### config.mk
export PLATFORM = sky130hd
export DESIGN_NAME = fcvt_unit
export DESIGN_NICKNAME = d
export VERILOG_FILES = /design/src/logic/fpu_pkg.sv /design/src/logic/fcvt_unit.sv /design/src/logic/fp_classifier.sv /design/src/logic/fp_rounding.sv /design/src/logic/lzc.sv /design/src/logic/pipe_register.sv
export SDC_FILE = /design/constraint.sdc
export NUM_CORES = 1
export LEC_CHECK = 0
export BUFFER_PORTS_ARGS = -buffer_cell sky130_fd_sc_hd__buf_2
export CORE_ASPECT_RATIO = 0.7
export CORE_UTILIZATION = 55
export CTS_CLUSTER_SIZE = 24
export DETAILED_ROUTE_END_ITERATION = 10
export PLACE_DENSITY_LB_ADDON = 0.08
export SLEW_MARGIN = 5
export SYNTH_ARGS = -nofsm -noshare
export SYNTH_HDL_FRONTEND = slang
export SYNTH_SLANG_ARGS = --single-unit
export TNS_END_PERCENT = 5
### constraint.sdc
create_clock -name clk -period 5.4 [get_ports clk]
set_input_delay 0.54 -clock clk [delete_from_list [all_inputs] [get_ports clk]]
set_output_delay 0.54 -clock clk [all_outputs]
set_load 0.1 [all_outputs]
### src/logic/fpu_pkg.sv
// FPU shared types for rounding modes, operand class and IEEE status flags
`default_nettype none

package fpu_pkg;

    // Rounding modes in the encoding of the RISC-V frm field
    typedef enum logic [2:0] {
        // Nearest with ties to even
        RNE = 3'd0,
        // Toward zero
        RTZ = 3'd1,
        // Toward minus infinity
        RDN = 3'd2,
        // Toward plus infinity
        RUP = 3'd3,
        // Nearest with ties away from zero
        RMM = 3'd4
    } rnd_mode_e;

    // Operand class of a binary32 value
    typedef struct packed {
        logic is_zero;
        logic is_subnormal;
        logic is_normal;
        logic is_inf;
        logic is_nan;
        // Only meaningful together with is_nan
        logic is_quiet;
    } fclass_t;

    // Width of the IEEE status flag vector
    localparam int FP_FLAGS_BITS = 5;

    // IEEE status flags with the most significant first
    typedef struct packed {
        // Invalid operation
        logic nv;
        // Divide by zero
        logic dz;
        // Overflow
        logic of;
        // Underflow
        logic uf;
        // Inexact
        logic nx;
    } fflags_t;

endpackage

`default_nettype wire

### src/logic/fcvt_unit.sv
// Conversion unit for pipelined int-to-float and float-to-int conversion with IEEE flags
`timescale 1ns/10ps
`default_nettype none

module fcvt_unit import fpu_pkg::*; #(
    parameter int LATENCY   = 4,
    parameter int OUT_REG   = 1,
    parameter int INT_WIDTH = 32,
    parameter int EXP_BITS  = 8,
    parameter int MAN_BITS  = 23
) (
    input  wire                 clk,
    input  wire                 rst_n_i,
    input  wire                 enable_i,
    input  wire                 valid_i,
    input  wire                 is_itof_i,
    input  wire                 is_signed_i,
    input  wire rnd_mode_e      frm_i,
    input  wire [INT_WIDTH-1:0] dataa_i,
    output wire                 valid_o,
    output wire [INT_WIDTH-1:0] result_o,
    output wire fflags_t        fflags_o
);

    localparam int EXP_BIAS    = 2**(EXP_BITS-1) - 1;
    // Internal mantissa holds either hidden bit plus fraction or a whole integer
    localparam int S_MAN_WIDTH = (MAN_BITS + 1 > INT_WIDTH) ? MAN_BITS + 1 : INT_WIDTH;
    localparam int LZC_WIDTH   = $clog2(S_MAN_WIDTH);
    localparam int INT_LOG     = $clog2(INT_WIDTH);
    localparam int BIAS_LOG    = $clog2(EXP_BIAS + MAN_BITS);
    localparam int EXP_MAX     = (EXP_BITS > BIAS_LOG) ? EXP_BITS : BIAS_LOG;
    // Signed exponent wide enough for the smallest subnormal
    localparam int S_EXP_WIDTH = ((INT_LOG > EXP_MAX) ? INT_LOG : EXP_MAX) + 1;
    localparam int SHIFT_COMP  = S_MAN_WIDTH - 1 - MAN_BITS;
    localparam int DST_WIDTH   = 2 * S_MAN_WIDTH + 1;
    localparam int NUM_FP_STICKY  = 2 * S_MAN_WIDTH - MAN_BITS - 1;
    localparam int NUM_INT_STICKY = 2 * S_MAN_WIDTH - INT_WIDTH;
    localparam int FCLASS_BITS = $bits(fclass_t);

    // Operand decode

    fclass_t                fclass;
    logic                   itof_sign;
    logic                   in_sign;
    logic [S_MAN_WIDTH-1:0] itof_mant;
    logic [S_MAN_WIDTH-1:0] ftoi_mant;
    logic [S_MAN_WIDTH-1:0] in_mant;
    logic [S_EXP_WIDTH-1:0] in_exp;

    fp_classifier #(
        .EXP_BITS (EXP_BITS),
        .MAN_BITS (MAN_BITS)
    ) fp_classifier_i (
        .exp_i  (dataa_i[MAN_BITS +: EXP_BITS]),
        .man_i  (dataa_i[MAN_BITS-1:0]),
        .clss_o (fclass)
    );

    // Integer source becomes a magnitude, float source gets its hidden bit
    assign itof_sign = dataa_i[INT_WIDTH-1] & is_signed_i;
    assign itof_mant = S_MAN_WIDTH'(itof_sign ? -dataa_i : dataa_i);
    assign ftoi_mant = S_MAN_WIDTH'({fclass.is_normal, dataa_i[MAN_BITS-1:0]});
    assign in_exp    = S_EXP_WIDTH'(dataa_i[MAN_BITS +: EXP_BITS])
                     + S_EXP_WIDTH'(fclass.is_subnormal);
    assign in_mant   = is_itof_i ? itof_mant : ftoi_mant;
    assign in_sign   = is_itof_i ? itof_sign : dataa_i[INT_WIDTH-1];

    logic                   valid_s0;
    logic                   is_itof_s0;
    logic                   is_signed_s0;
    logic [2:0]             frm_s0;
    fclass_t                fclass_s0;
    logic                   sign_s0;
    logic [S_EXP_WIDTH-1:0] exp_s0;
    logic [S_MAN_WIDTH-1:0] mant_s0;

    pipe_register #(
        .DATAW (7 + FCLASS_BITS + S_EXP_WIDTH + S_MAN_WIDTH),
        .DEPTH (LATENCY > 1)
    ) pipe_reg0_i (
        .clk      (clk),
        .rst_n_i  (rst_n_i),
        .enable_i (enable_i),
        .data_i   ({valid_i, is_itof_i, is_signed_i, frm_i, fclass, in_sign, in_exp, in_mant}),
        .data_o   ({valid_s0, is_itof_s0, is_signed_s0, frm_s0, fclass_s0, sign_s0, exp_s0,
                    mant_s0})
    );

    // Normalization

    logic [LZC_WIDTH-1:0]   shamt_s0;
    logic                   mant_nonzero_s0;
    logic [S_MAN_WIDTH-1:0] mant_n_s0;
    logic [S_EXP_WIDTH-1:0] exp_n_s0;

    lzc #(
        .N (S_MAN_WIDTH)
    ) lzc_i (
        .data_i  (mant_s0),
        .cnt_o   (shamt_s0),
        .valid_o (mant_nonzero_s0)
    );

    assign mant_n_s0 = mant_s0 << shamt_s0;

    // True exponent of the leading one after the shift
    assign exp_n_s0 = is_itof_s0
                    ? S_EXP_WIDTH'(S_MAN_WIDTH - 1) - S_EXP_WIDTH'(shamt_s0)
                    : exp_s0 + S_EXP_WIDTH'(SHIFT_COMP - EXP_BIAS) - S_EXP_WIDTH'(shamt_s0);

    logic                   valid_s1;
    logic                   is_itof_s1;
    logic                   is_signed_s1;
    logic [2:0]             frm_s1;
    fclass_t                fclass_s1;
    logic                   sign_s1;
    logic                   mant_zero_s1;
    logic [S_MAN_WIDTH-1:0] mant_s1;
    logic [S_EXP_WIDTH-1:0] exp_s1;

    pipe_register #(
        .DATAW (8 + FCLASS_BITS + S_MAN_WIDTH + S_EXP_WIDTH),
        .DEPTH (LATENCY > 2)
    ) pipe_reg1_i (
        .clk      (clk),
        .rst_n_i  (rst_n_i),
        .enable_i (enable_i),
        .data_i   ({valid_s0, is_itof_s0, is_signed_s0, frm_s0, fclass_s0, sign_s0,
                    ~mant_nonzero_s0, mant_n_s0, exp_n_s0}),
        .data_o   ({valid_s1, is_itof_s1, is_signed_s1, frm_s1, fclass_s1, sign_s1,
                    mant_zero_s1, mant_s1, exp_s1})
    );

    // Alignment to the destination format

    logic [S_EXP_WIDTH-1:0] denorm_shamt_s1;
    logic [S_EXP_WIDTH-1:0] align_shamt_s1;
    logic                   int_min_s1;
    logic                   overflow_s1;
    logic                   underflow_s1;
    logic [DST_WIDTH-1:0]   dst_full_s1;
    logic [DST_WIDTH-1:0]   dst_mant_s1;
    logic [EXP_BITS-1:0]    final_exp_s1;
    logic                   of_before_round_s1;

    assign denorm_shamt_s1 = S_EXP_WIDTH'(INT_WIDTH - 1) - exp_s1;

    // Exactly -2**31 still fits a signed integer
    assign int_min_s1 = sign_s1 & is_signed_s1 & (denorm_shamt_s1 == '0)
                      & (mant_s1 == {1'b1, {(S_MAN_WIDTH-1){1'b0}}});

    assign overflow_s1 = is_signed_s1
                       ? (($signed(denorm_shamt_s1) <= 0) & ~int_min_s1)
                       : ($signed(denorm_shamt_s1) < 0);

    // Below one half only the sticky bit survives
    assign underflow_s1 = ($signed(exp_s1) < -1);

    always_comb begin
        if (overflow_s1) begin
            align_shamt_s1 = '0;
        end else if (underflow_s1) begin
            align_shamt_s1 = S_EXP_WIDTH'(INT_WIDTH + 1);
        end else begin
            align_shamt_s1 = denorm_shamt_s1;
        end
    end

    assign dst_full_s1        = {mant_s1, {(S_MAN_WIDTH+1){1'b0}}};
    assign dst_mant_s1        = is_itof_s1 ? dst_full_s1 : (dst_full_s1 >> align_shamt_s1);
    assign final_exp_s1       = exp_s1[EXP_BITS-1:0] + EXP_BITS'(EXP_BIAS);
    assign of_before_round_s1 = overflow_s1 & ~is_itof_s1;

    logic                 valid_s2;
    logic                 is_itof_s2;
    logic                 is_signed_s2;
    logic [2:0]           frm_s2;
    fclass_t              fclass_s2;
    logic                 mant_zero_s2;
    logic                 sign_s2;
    logic [DST_WIDTH-1:0] dst_mant_s2;
    logic [EXP_BITS-1:0]  final_exp_s2;
    logic                 of_before_round_s2;

    pipe_register #(
        .DATAW (9 + FCLASS_BITS + DST_WIDTH + EXP_BITS),
        .DEPTH (LATENCY > 0)
    ) pipe_reg2_i (
        .clk      (clk),
        .rst_n_i  (rst_n_i),
        .enable_i (enable_i),
        .data_i   ({valid_s1, is_itof_s1, is_signed_s1, frm_s1, fclass_s1, mant_zero_s1,
                    sign_s1, dst_mant_s1, final_exp_s1, of_before_round_s1}),
        .data_o   ({valid_s2, is_itof_s2, is_signed_s2, frm_s2, fclass_s2, mant_zero_s2,
                    sign_s2, dst_mant_s2, final_exp_s2, of_before_round_s2})
    );

    // Rounding

    logic [MAN_BITS-1:0]  final_mant_s2;
    logic [INT_WIDTH-1:0] final_int_s2;
    logic [1:0]           itof_rs_s2;
    logic [1:0]           ftoi_rs_s2;
    logic [INT_WIDTH-1:0] pre_round_abs_s2;
    logic [INT_WIDTH-1:0] rounded_abs_s2;
    logic                 rounded_sign_s2;
    logic                 ftoi_of_s2;

    // Float field drops the hidden bit, integer keeps every bit
    assign final_mant_s2 = dst_mant_s2[2*S_MAN_WIDTH-1 -: MAN_BITS];
    assign itof_rs_s2    = {dst_mant_s2[2*S_MAN_WIDTH-1-MAN_BITS],
                            |dst_mant_s2[NUM_FP_STICKY-1:0]};
    assign final_int_s2  = dst_mant_s2[2*S_MAN_WIDTH -: INT_WIDTH];
    assign ftoi_rs_s2    = {dst_mant_s2[2*S_MAN_WIDTH-INT_WIDTH],
                            |dst_mant_s2[NUM_INT_STICKY-1:0]};

    // A mantissa carry simply ripples into the exponent field
    assign pre_round_abs_s2 = is_itof_s2 ? INT_WIDTH'({final_exp_s2, final_mant_s2})
                                         : final_int_s2;

    fp_rounding #(
        .DAT_WIDTH (INT_WIDTH)
    ) fp_rounding_i (
        .abs_value_i             (pre_round_abs_s2),
        .sign_i                  (sign_s2),
        .round_sticky_bits_i     (is_itof_s2 ? itof_rs_s2 : ftoi_rs_s2),
        .rnd_mode_i              (rnd_mode_e'(frm_s2)),
        .effective_subtraction_i (1'b0),
        .abs_rounded_o           (rounded_abs_s2),
        .sign_o                  (rounded_sign_s2),
        .exact_zero_o            ()
    );

    // Rounding up can still push the integer out of range
    assign ftoi_of_s2 = of_before_round_s2 | (~is_itof_s2 & (is_signed_s2
                      ? (~sign_s2 & rounded_abs_s2[INT_WIDTH-1])
                      : ((rounded_abs_s2 == '0) & (pre_round_abs_s2 != '0))));

    logic                 valid_s3;
    logic                 is_itof_s3;
    logic                 is_signed_s3;
    fclass_t              fclass_s3;
    logic                 mant_zero_s3;
    logic                 sign_s3;
    logic [INT_WIDTH-1:0] rounded_abs_s3;
    logic                 rounded_sign_s3;
    logic                 ftoi_of_s3;
    logic                 ftoi_nx_s3;
    logic                 itof_nx_s3;

    pipe_register #(
        .DATAW (9 + FCLASS_BITS + INT_WIDTH),
        .DEPTH (LATENCY > 3)
    ) pipe_reg3_i (
        .clk      (clk),
        .rst_n_i  (rst_n_i),
        .enable_i (enable_i),
        .data_i   ({valid_s2, is_itof_s2, is_signed_s2, fclass_s2, mant_zero_s2, sign_s2,
                    rounded_abs_s2, rounded_sign_s2, ftoi_of_s2, |ftoi_rs_s2, |itof_rs_s2}),
        .data_o   ({valid_s3, is_itof_s3, is_signed_s3, fclass_s3, mant_zero_s3, sign_s3,
                    rounded_abs_s3, rounded_sign_s3, ftoi_of_s3, ftoi_nx_s3, itof_nx_s3})
    );

    // Result assembly

    logic [INT_WIDTH-1:0] fmt_result_s3;
    logic [INT_WIDTH-1:0] int_res_s3;
    logic [INT_WIDTH-1:0] special_res_s3;
    logic                 ftoi_special_s3;
    logic [INT_WIDTH-1:0] result_s3;
    fflags_t              flags_s3;

    // Integer zero has no float encoding of its own
    assign fmt_result_s3 = mant_zero_s3 ? '0
                         : INT_WIDTH'({rounded_sign_s3, rounded_abs_s3[EXP_BITS+MAN_BITS-1:0]});

    assign int_res_s3 = rounded_sign_s3 ? -rounded_abs_s3 : rounded_abs_s3;

    // Negative values saturate low, NaN and positive values saturate high
    always_comb begin
        if (sign_s3 && !fclass_s3.is_nan) begin
            special_res_s3 = {is_signed_s3, {(INT_WIDTH-1){1'b0}}};
        end else begin
            special_res_s3 = {~is_signed_s3, {(INT_WIDTH-1){1'b1}}};
        end
    end

    assign ftoi_special_s3 = fclass_s3.is_nan | fclass_s3.is_inf | ftoi_of_s3
                           | (sign_s3 & ~is_signed_s3 & (int_res_s3 != '0));

    always_comb begin
        flags_s3 = '0;
        if (is_itof_s3) begin
            result_s3   = fmt_result_s3;
            flags_s3.nx = itof_nx_s3;
        end else if (ftoi_special_s3) begin
            result_s3   = special_res_s3;
            flags_s3.nv = 1'b1;
        end else begin
            result_s3   = int_res_s3;
            flags_s3.nx = ftoi_nx_s3;
        end
    end

    pipe_register #(
        .DATAW (1 + INT_WIDTH + FP_FLAGS_BITS),
        .DEPTH (OUT_REG)
    ) pipe_reg4_i (
        .clk      (clk),
        .rst_n_i  (rst_n_i),
        .enable_i (enable_i),
        .data_i   ({valid_s3, result_s3, flags_s3}),
        .data_o   ({valid_o, result_o, fflags_o})
    );

endmodule

`default_nettype wire

### src/logic/fp_classifier.sv
// Floating-point classifier that decodes exponent and mantissa into class flags
`timescale 1ns/10ps
`default_nettype none

module fp_classifier import fpu_pkg::*; #(
    parameter int EXP_BITS = 8,
    parameter int MAN_BITS = 23
) (
    input  wire [EXP_BITS-1:0] exp_i,
    input  wire [MAN_BITS-1:0] man_i,
    output fclass_t            clss_o
);

    logic exp_zero;
    logic exp_ones;
    logic man_zero;

    assign exp_zero = (exp_i == '0);
    assign exp_ones = (exp_i == '1);
    assign man_zero = (man_i == '0);

    always_comb begin
        clss_o.is_zero      = exp_zero & man_zero;
        clss_o.is_subnormal = exp_zero & ~man_zero;
        clss_o.is_normal    = ~exp_zero & ~exp_ones;
        clss_o.is_inf       = exp_ones & man_zero;
        clss_o.is_nan       = exp_ones & ~man_zero;
        // Quiet NaNs carry the top fraction bit set
        clss_o.is_quiet     = exp_ones & ~man_zero & man_i[MAN_BITS-1];
    end

endmodule

`default_nettype wire

### src/logic/fp_rounding.sv
// Rounding unit that applies the rounding mode to an absolute value and its sign
`timescale 1ns/10ps
`default_nettype none

module fp_rounding import fpu_pkg::*; #(
    parameter int DAT_WIDTH = 32
) (
    input  wire [DAT_WIDTH-1:0]  abs_value_i,
    input  wire                  sign_i,
    // Round bit above, collapsed sticky bit below
    input  wire [1:0]            round_sticky_bits_i,
    input  wire rnd_mode_e       rnd_mode_i,
    input  wire                  effective_subtraction_i,
    output logic [DAT_WIDTH-1:0] abs_rounded_o,
    output logic                 sign_o,
    output logic                 exact_zero_o
);

    logic round_up;
    logic any_dropped;

    assign any_dropped = |round_sticky_bits_i;

    always_comb begin
        case (rnd_mode_i)
            RNE: begin
                // Halfway cases go to the even neighbour
                round_up = round_sticky_bits_i[1] &
                           (round_sticky_bits_i[0] | abs_value_i[0]);
            end
            RTZ: begin
                round_up = 1'b0;
            end
            RDN: begin
                round_up = any_dropped & sign_i;
            end
            RUP: begin
                round_up = any_dropped & ~sign_i;
            end
            RMM: begin
                round_up = round_sticky_bits_i[1];
            end
            default: begin
                round_up = 1'b0;
            end
        endcase
    end

    assign abs_rounded_o = abs_value_i + DAT_WIDTH'(round_up);

    assign exact_zero_o = (abs_value_i == '0) && (round_sticky_bits_i == 2'b00);

    // An exact zero from a subtraction is negative only when rounding down
    assign sign_o = (exact_zero_o & effective_subtraction_i) ? (rnd_mode_i == RDN) : sign_i;

endmodule

`default_nettype wire

### src/logic/lzc.sv
// Leading-zero counter with a nonzero indication
`timescale 1ns/10ps
`default_nettype none

module lzc #(
    parameter int N = 32
) (
    input  wire [N-1:0]                        data_i,
    output logic [((N > 1) ? $clog2(N) : 1)-1:0] cnt_o,
    output logic                               valid_o
);

    localparam int CW = (N > 1) ? $clog2(N) : 1;

    // Scan upward so the most significant set bit is the last one to win
    always_comb begin
        cnt_o = '0;
        for (int i = 0; i < N; i++) begin
            if (data_i[i]) begin
                cnt_o = CW'(N - 1 - i);
            end
        end
    end

    assign valid_o = |data_i;

endmodule

`default_nettype wire

### src/logic/pipe_register.sv
// Pipeline register with enable and clear, or a plain connection at depth zero
`timescale 1ns/10ps
`default_nettype none

module pipe_register #(
    parameter int DATAW = 8,
    parameter int DEPTH = 1
) (
    input  wire             clk,
    input  wire             rst_n_i,
    input  wire             enable_i,
    input  wire [DATAW-1:0] data_i,
    output wire [DATAW-1:0] data_o
);

    generate
        if (DEPTH == 0) begin : g_wire
            assign data_o = data_i;
        end else begin : g_flop
            logic [DATAW-1:0] data_q;

            always_ff @(posedge clk) begin
                if (!rst_n_i) begin
                    data_q <= '0;
                end else if (enable_i) begin
                    data_q <= data_i;
                end
            end

            assign data_o = data_q;
        end
    endgenerate

endmodule

`default_nettype wire
==> results of run 1 <==
[area by class of cell]
class	count	area, µm²	area share (%)
Multi-Input combinational cell	1839	12100	61.3
Sequential cell	262	5250	26.7
Clock buffer	38	777	3.95
Timing Repair Buffer	122	738	3.75
Tap cell	427	534	2.71
Inverter	56	213	1.08
Clock inverter	8	105	0.534
[Yosys cell counts, types with 21 or more instances]
cell type	count
nor2_1	269
dfxtp_1	262
mux2i_1	260
nand2_1	202
o21ai_0	135
clkbuf_1	128
a21oi_1	127
nand3_1	67
xnor2_1	64
inv_1	52
nor3_1	52
nor4_1	45
a211oi_1	41
a22oi_1	38
xor2_1	38
a31oi_1	34
and3_1	32
or3_1	30
o22ai_1	26
nand4_1	24
ha_1	22
a221oi_1	21
buf_1	21
nand2b_1	21
o31ai_1	21
[registers in the layout, summed over array words and instances (netlist names)]
name / cells
pipe_reg2_i.data_o: 84
pipe_reg0_i.data_o: 50
pipe_reg1_i.data_o: 51
pipe_reg3_i.data_o: 42
pipe_reg4_i.data_o: 35
[cell families (layout without fill, tap and decap cells)]
family | after synthesis | count (layout)
and+or+nand+nor | 832 | 832
buffers and inverters | 228 | 224
AOI/OAI and AO/OA | 603 | 603
muxes | 276 | 276
xor gates and xnor gates | 102 | 102
adders and majority gates | 23 | 23
other | 1 | 3
DFF | 262 | 262
[through the flow]
step	hold WS, ps	setup slack [ps]	std cells	area (µm²)
after floorplan	417	584	2329	18200
after global placement	427	958	2706	18800
after detailed placement	445	896	2706	18800
after CTS	184	847	2752	19700
after global routing	226	383	2752	19700
final	203	637	2752	19700
[final timing paths]
check,from,end,slack (ps),cells past startpoint
worst max-delay path,pipe_reg1_i.data_o[5],pipe_reg2_i.data_o[48],640,13
worst min-delay path,frm_i[1],pipe_reg0_i.data_o[49],200,3
worst max register to register,pipe_reg1_i.data_o[5],pipe_reg2_i.data_o[48],640,13
worst min register to register,pipe_reg2_i.data_o[26],pipe_reg2_i.data_o[26],460,2
[metal layers]
metal	vias to the layer above	global-route usage [%]	share of wire (%)
met5	-	0	0.086
met4	4	10.1	2.9
met3	133	13.9	14
met2	1138	50.6	38
met1	8887	58.2	45
li1	8556	-	-
[worst min-delay path: cells and delay by family]
kind,cells,cell delay [ps]
buffers and inverters,1,80
AND/OR/NAND/NOR,1,70
multiplexers,1,60
[report_power, final]
group          internal, mW  switching [mW]  leakage [nW]  total (mW)
registers              2.12           0.317          2.14        2.43
clock network          1.10           0.833         0.439        1.93
logic                  1.18            2.34          5.13        3.52
total                  4.40            3.49          7.71        7.88
==> metrics, run 1 <==
part of the cycle the worst path needs 88.2%; fillers 2,974; post-synthesis xor/xnor area fraction between 4 and 5%; max-slew violations 0; status finished, final reports clean; TritonCTS Sinks 262; gr usage total 38.7%; Crit path required time around 5900 ps; remaining global-route overflow 0; Worst-Margin Slew 1110 ps; share of synthesized flip-flops with an asynchronous set or reset 0%; largest family of logic cells by synthesized area compound AO/OA/AOI/OAI gates; initial core utilization 56.1%; H-tree levels 1; VDD IR max 346 µV; I/O Pins 79; Worst Setup End Kind flip-flop; vias approximately 19,000; Setup-failing EPs final 0; Routed WL 66.4 mm; number of global-route vias before repair 16,979; Synth warnings 0; unrepaired setup endpoints after global routing no; WL/cell 24.1 µm; max_slew headroom 25.4%; most frequent cells in the layout 268 x nor2_1, 261 x dfxtp_1, 260 x mux2i_1, 202 x nand2_1, 135 x o21ai_0; most common cell after layout, fill and taps aside nor2_1; Post-synth EDFFs 0; leak pwr 7.71 nW; Yosys top cell area share 28.9%; share of layout cells above drive strength 1 under 10%; Setup CP Type reg -> reg; CTS clk-pin slew, worst paths about 60 ps; post-synthesis adder-cell area fraction approximately 1.6%; first-pass GRT wire length 102 mm; final hold vios 0; clock latency on the worst-skew pair 580 ps; Setup Skew 30.3 ps; area share of and/or/nand/nor cells after synthesis 22.0%; Final Wtd Congestion roughly 1.1; # Max-Cap Violations 0; fin util 60.7%; largest area contributor in the netlist dfxtp_1; chip width 219 µm; distinct cell type count after synthesis 88; Final #Nets 2,372; sequential share of the synthesized area a little under 30%; Num CTS Buffers 27; vias per inst 6.80; FMAX 210 MHz; Initial DRT Pass Iterations 6; Post-CTS Hold Buffers 0; PortBufs 75; number of synthesized register bits 262; HP Class in -> reg; CTS tree done; ANT cells 0; DRT antenna net count 0; Placement Rows 55; top cells by area, synth dfxtp_1 29%, mux2i_1 14%, nor2_1 5.6%; Setup Total Neg Slack 0 ps; CTS resizes 0; CP max-delay cell and2_1; largest net degree at the start of global routing between 100 and 150; max incr delay on CP 880 ps; type of origin of the critical path flip-flop; DR iter-0 viols 2,810; die height 154 µm; maximum fanout along the worst path 21; Mapped Cells 2,327; Critical Path, Cell by Cell inv_1 -> ha_1 -> xor2_1 -> nor4b_2 -> a2111oi_1 -> and2_1 -> buf_4 -> mux2i_1 -> mux2i_1 -> a21boi_0 -> and2_1 -> o21ai_0 -> a31oi_1; Buf/Inv on CP 2; main flop type after synthesis dfxtp_1; initial antenna violation count 1; Post-CTS Setup Bufs 0; crit-path leading delay family compound AO/OA/AOI/OAI gates; post-synthesis compound-gate area fraction 22.2%; Avg Inst Size Synth 7.81 µm²; Synth Cell Area about 18,000 µm²; mux contribution to synthesized area 15.4%; clk buf depth 3; Power Density 401 nW/µm²; CP Data Arrival Time 5260 ps; Die ar. 33,800 µm²; clock tree root driver cell clkbuf_16; power after layout roughly 7.9 mW; Tmin final between 4000 and 5000 ps; core area 32,400 µm²; DRC errors left 0; area grow syn2layout 8.29%; Detailed Place HPWL between 40 and 50 mm
Power figures use the tool's default switching activity.
==> run 2: changes to the inputs <==
--- a/config.mk
+++ b/config.mk
@@ -11,6 +11,7 @@
 export CTS_CLUSTER_SIZE = 24
 export DETAILED_ROUTE_END_ITERATION = 10
 export PLACE_DENSITY_LB_ADDON = 0.08
+export RECOVER_POWER = 50
 export SLEW_MARGIN = 5
 export SYNTH_ARGS = -nofsm -noshare
 export SYNTH_HDL_FRONTEND = slang
==> run 2 against run 1 <==
The flow now finishes with violations (capacitance limit, slew limit). Design area decreased by 0.35%. Maximum frequency shrank 1.4%. Non-clock buffer count unchanged. Final cell count unchanged.
==> metrics, run 2 (synthesis gave the netlist of run 1 again) <==
most frequent cells in the layout 268 x nor2_1, 261 x dfxtp_1, 260 x mux2i_1, 202 x nand2_1, 135 x o21ai_0 (unchanged); Detailed Place HPWL 48.8 mm (unchanged); Tmin final 4830 ps (was 4760 ps); CTS resizes 0 (unchanged); DRT antenna net count 0 (unchanged); H-tree levels 1 (unchanged); unrepaired setup endpoints after global routing no (unchanged); Initial DRT Pass Iterations 7 (was 6); Setup CP Type reg -> reg (unchanged); initial core utilization 56.1% (unchanged); Met2 Wirelength 25.0 mm (about the same); number of global-route vias before repair 16,979 (unchanged); largest net degree at the start of global routing 102 (unchanged); Placement Rows 55 (unchanged); Final #Nets 2,372 (unchanged); Setup Skew 26.3 ps (was 30.3 ps); core area 32,400 µm² (unchanged); worst setup margin 571 ps (was 637 ps); final hold vios 0 (unchanged); HP Class in -> reg (unchanged); share of layout cells above drive strength 1 7.44% (was 9.29%); vias 18,729 (was 18,718); design area 19,600 µm² (was 19,700 µm²); WL/cell 24.2 µm (was 24.1 µm); Final Wtd Congestion 1.06 (unchanged); Setup Total Neg Slack 0 ps (unchanged); clock tree root driver cell clkbuf_16 (unchanged); clk buf depth 3 (unchanged); remaining global-route overflow 0 (unchanged); chip width 219 µm (unchanged); type of origin of the critical path flip-flop (unchanged); FMAX 207 MHz (was 210 MHz); Metal-1 WL 30.4 mm (was 30.1 mm); leak pwr 7.55 nW (was 7.71 nW); CP Data Arrival Time 5300 ps (was 5260 ps); status finished with violations (was finished, final reports clean); Die ar. 33,800 µm² (unchanged); top layer in use met5 (unchanged); first-pass GRT wire length 102 mm (unchanged); I/O Pins 79 (unchanged); Num CTS Buffers 27 (unchanged); area grow syn2layout 7.92% (was 8.29%); max reg flops 84 (unchanged); failing checks capacitance limit, slew limit; Routed WL 66.5 mm (was 66.4 mm); worst slack, placed 896 ps (unchanged); Post-CTS Setup Bufs 0 (unchanged); TritonCTS Sinks 262 (unchanged); most common cell after layout, fill and taps aside nor2_1 (unchanged); part of the cycle the worst path needs 89.4% (was 88.2%); initial antenna violation count 1 (unchanged); metal3 WL 9.02 mm (was 9.36 mm); die height 154 µm (unchanged); power after layout 7.89 mW (was 7.88 mW); VDD IR max 344 µV (was 346 µV); DR iter-0 viols 2,741 (was 2,810); gr usage total 38.7% (unchanged); Worst Setup End Kind flip-flop (unchanged); Setup-failing EPs final 0 (unchanged); CTS tree done (unchanged); Post-CTS Hold Buffers 0 (unchanged); clock latency on the worst-skew pair 580 ps (about the same); max_slew headroom -161% (was 25.4%); CTS clk-pin slew, worst paths 60 ps (about the same); Placed Area 18,800 µm² (unchanged); DRC errors left 0 (unchanged); Crit path required time 5870 ps (was 5890 ps); Worst-Margin Slew 3910 ps (was 1110 ps); maximum fanout along the worst path 21 (unchanged); ANT cells 0 (unchanged); PortBufs 75 (unchanged); vias per inst 6.81 (was 6.80); # Max-Cap Violations 7 (was 0); max-slew violations 436 (was 0); Power Density 402 nW/µm² (was 401 nW/µm²)
## run 2: cell count changes in the layout (fill, tap and decap cells not counted)
cell,change
and2_0,+2
buf_4,-6
clkbuf_1,+41
buf_2,-36
inv_1,+2
inv_2,-1
clkbuf_2,+1
inv_4,-1
and2_1,-2
## run 2: worst max-delay path, stage by stage, from the launching register on
cell	delay [ps]
dfxtp_1	410
inv_1	130
ha_1	230
xor2_1	180
nor4b_2	210
a2111oi_1	470
and2_1	890
buf_4	390
mux2i_1	280
mux2i_1	130
a21boi_0	740
and2_1	250
o21ai_0	190
a31oi_1	210
## run 2: area by class of cell
cell class              count  area (µm²)
flip-flops and latches    262        5250
repair buffers            122         672
inverters                  56         210
fillers                  2999       12800
clock inverters             8         105
clock buffers              38         777
multi-input cells        1839       12100
well taps                 427         534
## run 2: where the power goes
part	internal, mW	leakage (nW)	switching, mW
combinational	1.18	4.96	2.34
sequential	2.12	2.14	0.315
clock	1.10	0.439	0.832
total	4.40	7.55	3.49
## run 2: routing by layer
layer  up-vias  global-route usage [%]
li1       8544                       -
met2      1114                    50.6
met3       139                    13.9
met4         4                    10.1
met5         -                       0
met1      8928                    58.2
## run 2: worst paths after layout
| path | depth (start not counted) | start | slack (ps) | end |
|---|---|---|---|---|
| setup / recovery | 13 | pipe_reg1_i.data_o[5] | 570 | pipe_reg2_i.data_o[48] |
| hold / removal | 3 | frm_i[1] | 200 | pipe_reg0_i.data_o[49] |
| hold reg to reg | 2 | pipe_reg2_i.data_o[26] | 460 | pipe_reg2_i.data_o[26] |
| setup reg to reg | 13 | pipe_reg1_i.data_o[5] | 570 | pipe_reg2_i.data_o[48] |
## run 2: through the flow
step                      utilization [%]  cells  hold WS (ps)
after floorplan                         -   2329           417
after global placement               58.0   2706           427
after detailed placement             58.0   2706           445
after CTS                            60.7   2752           184
after global routing                 60.5   2752           226
final                                60.5   2752           204
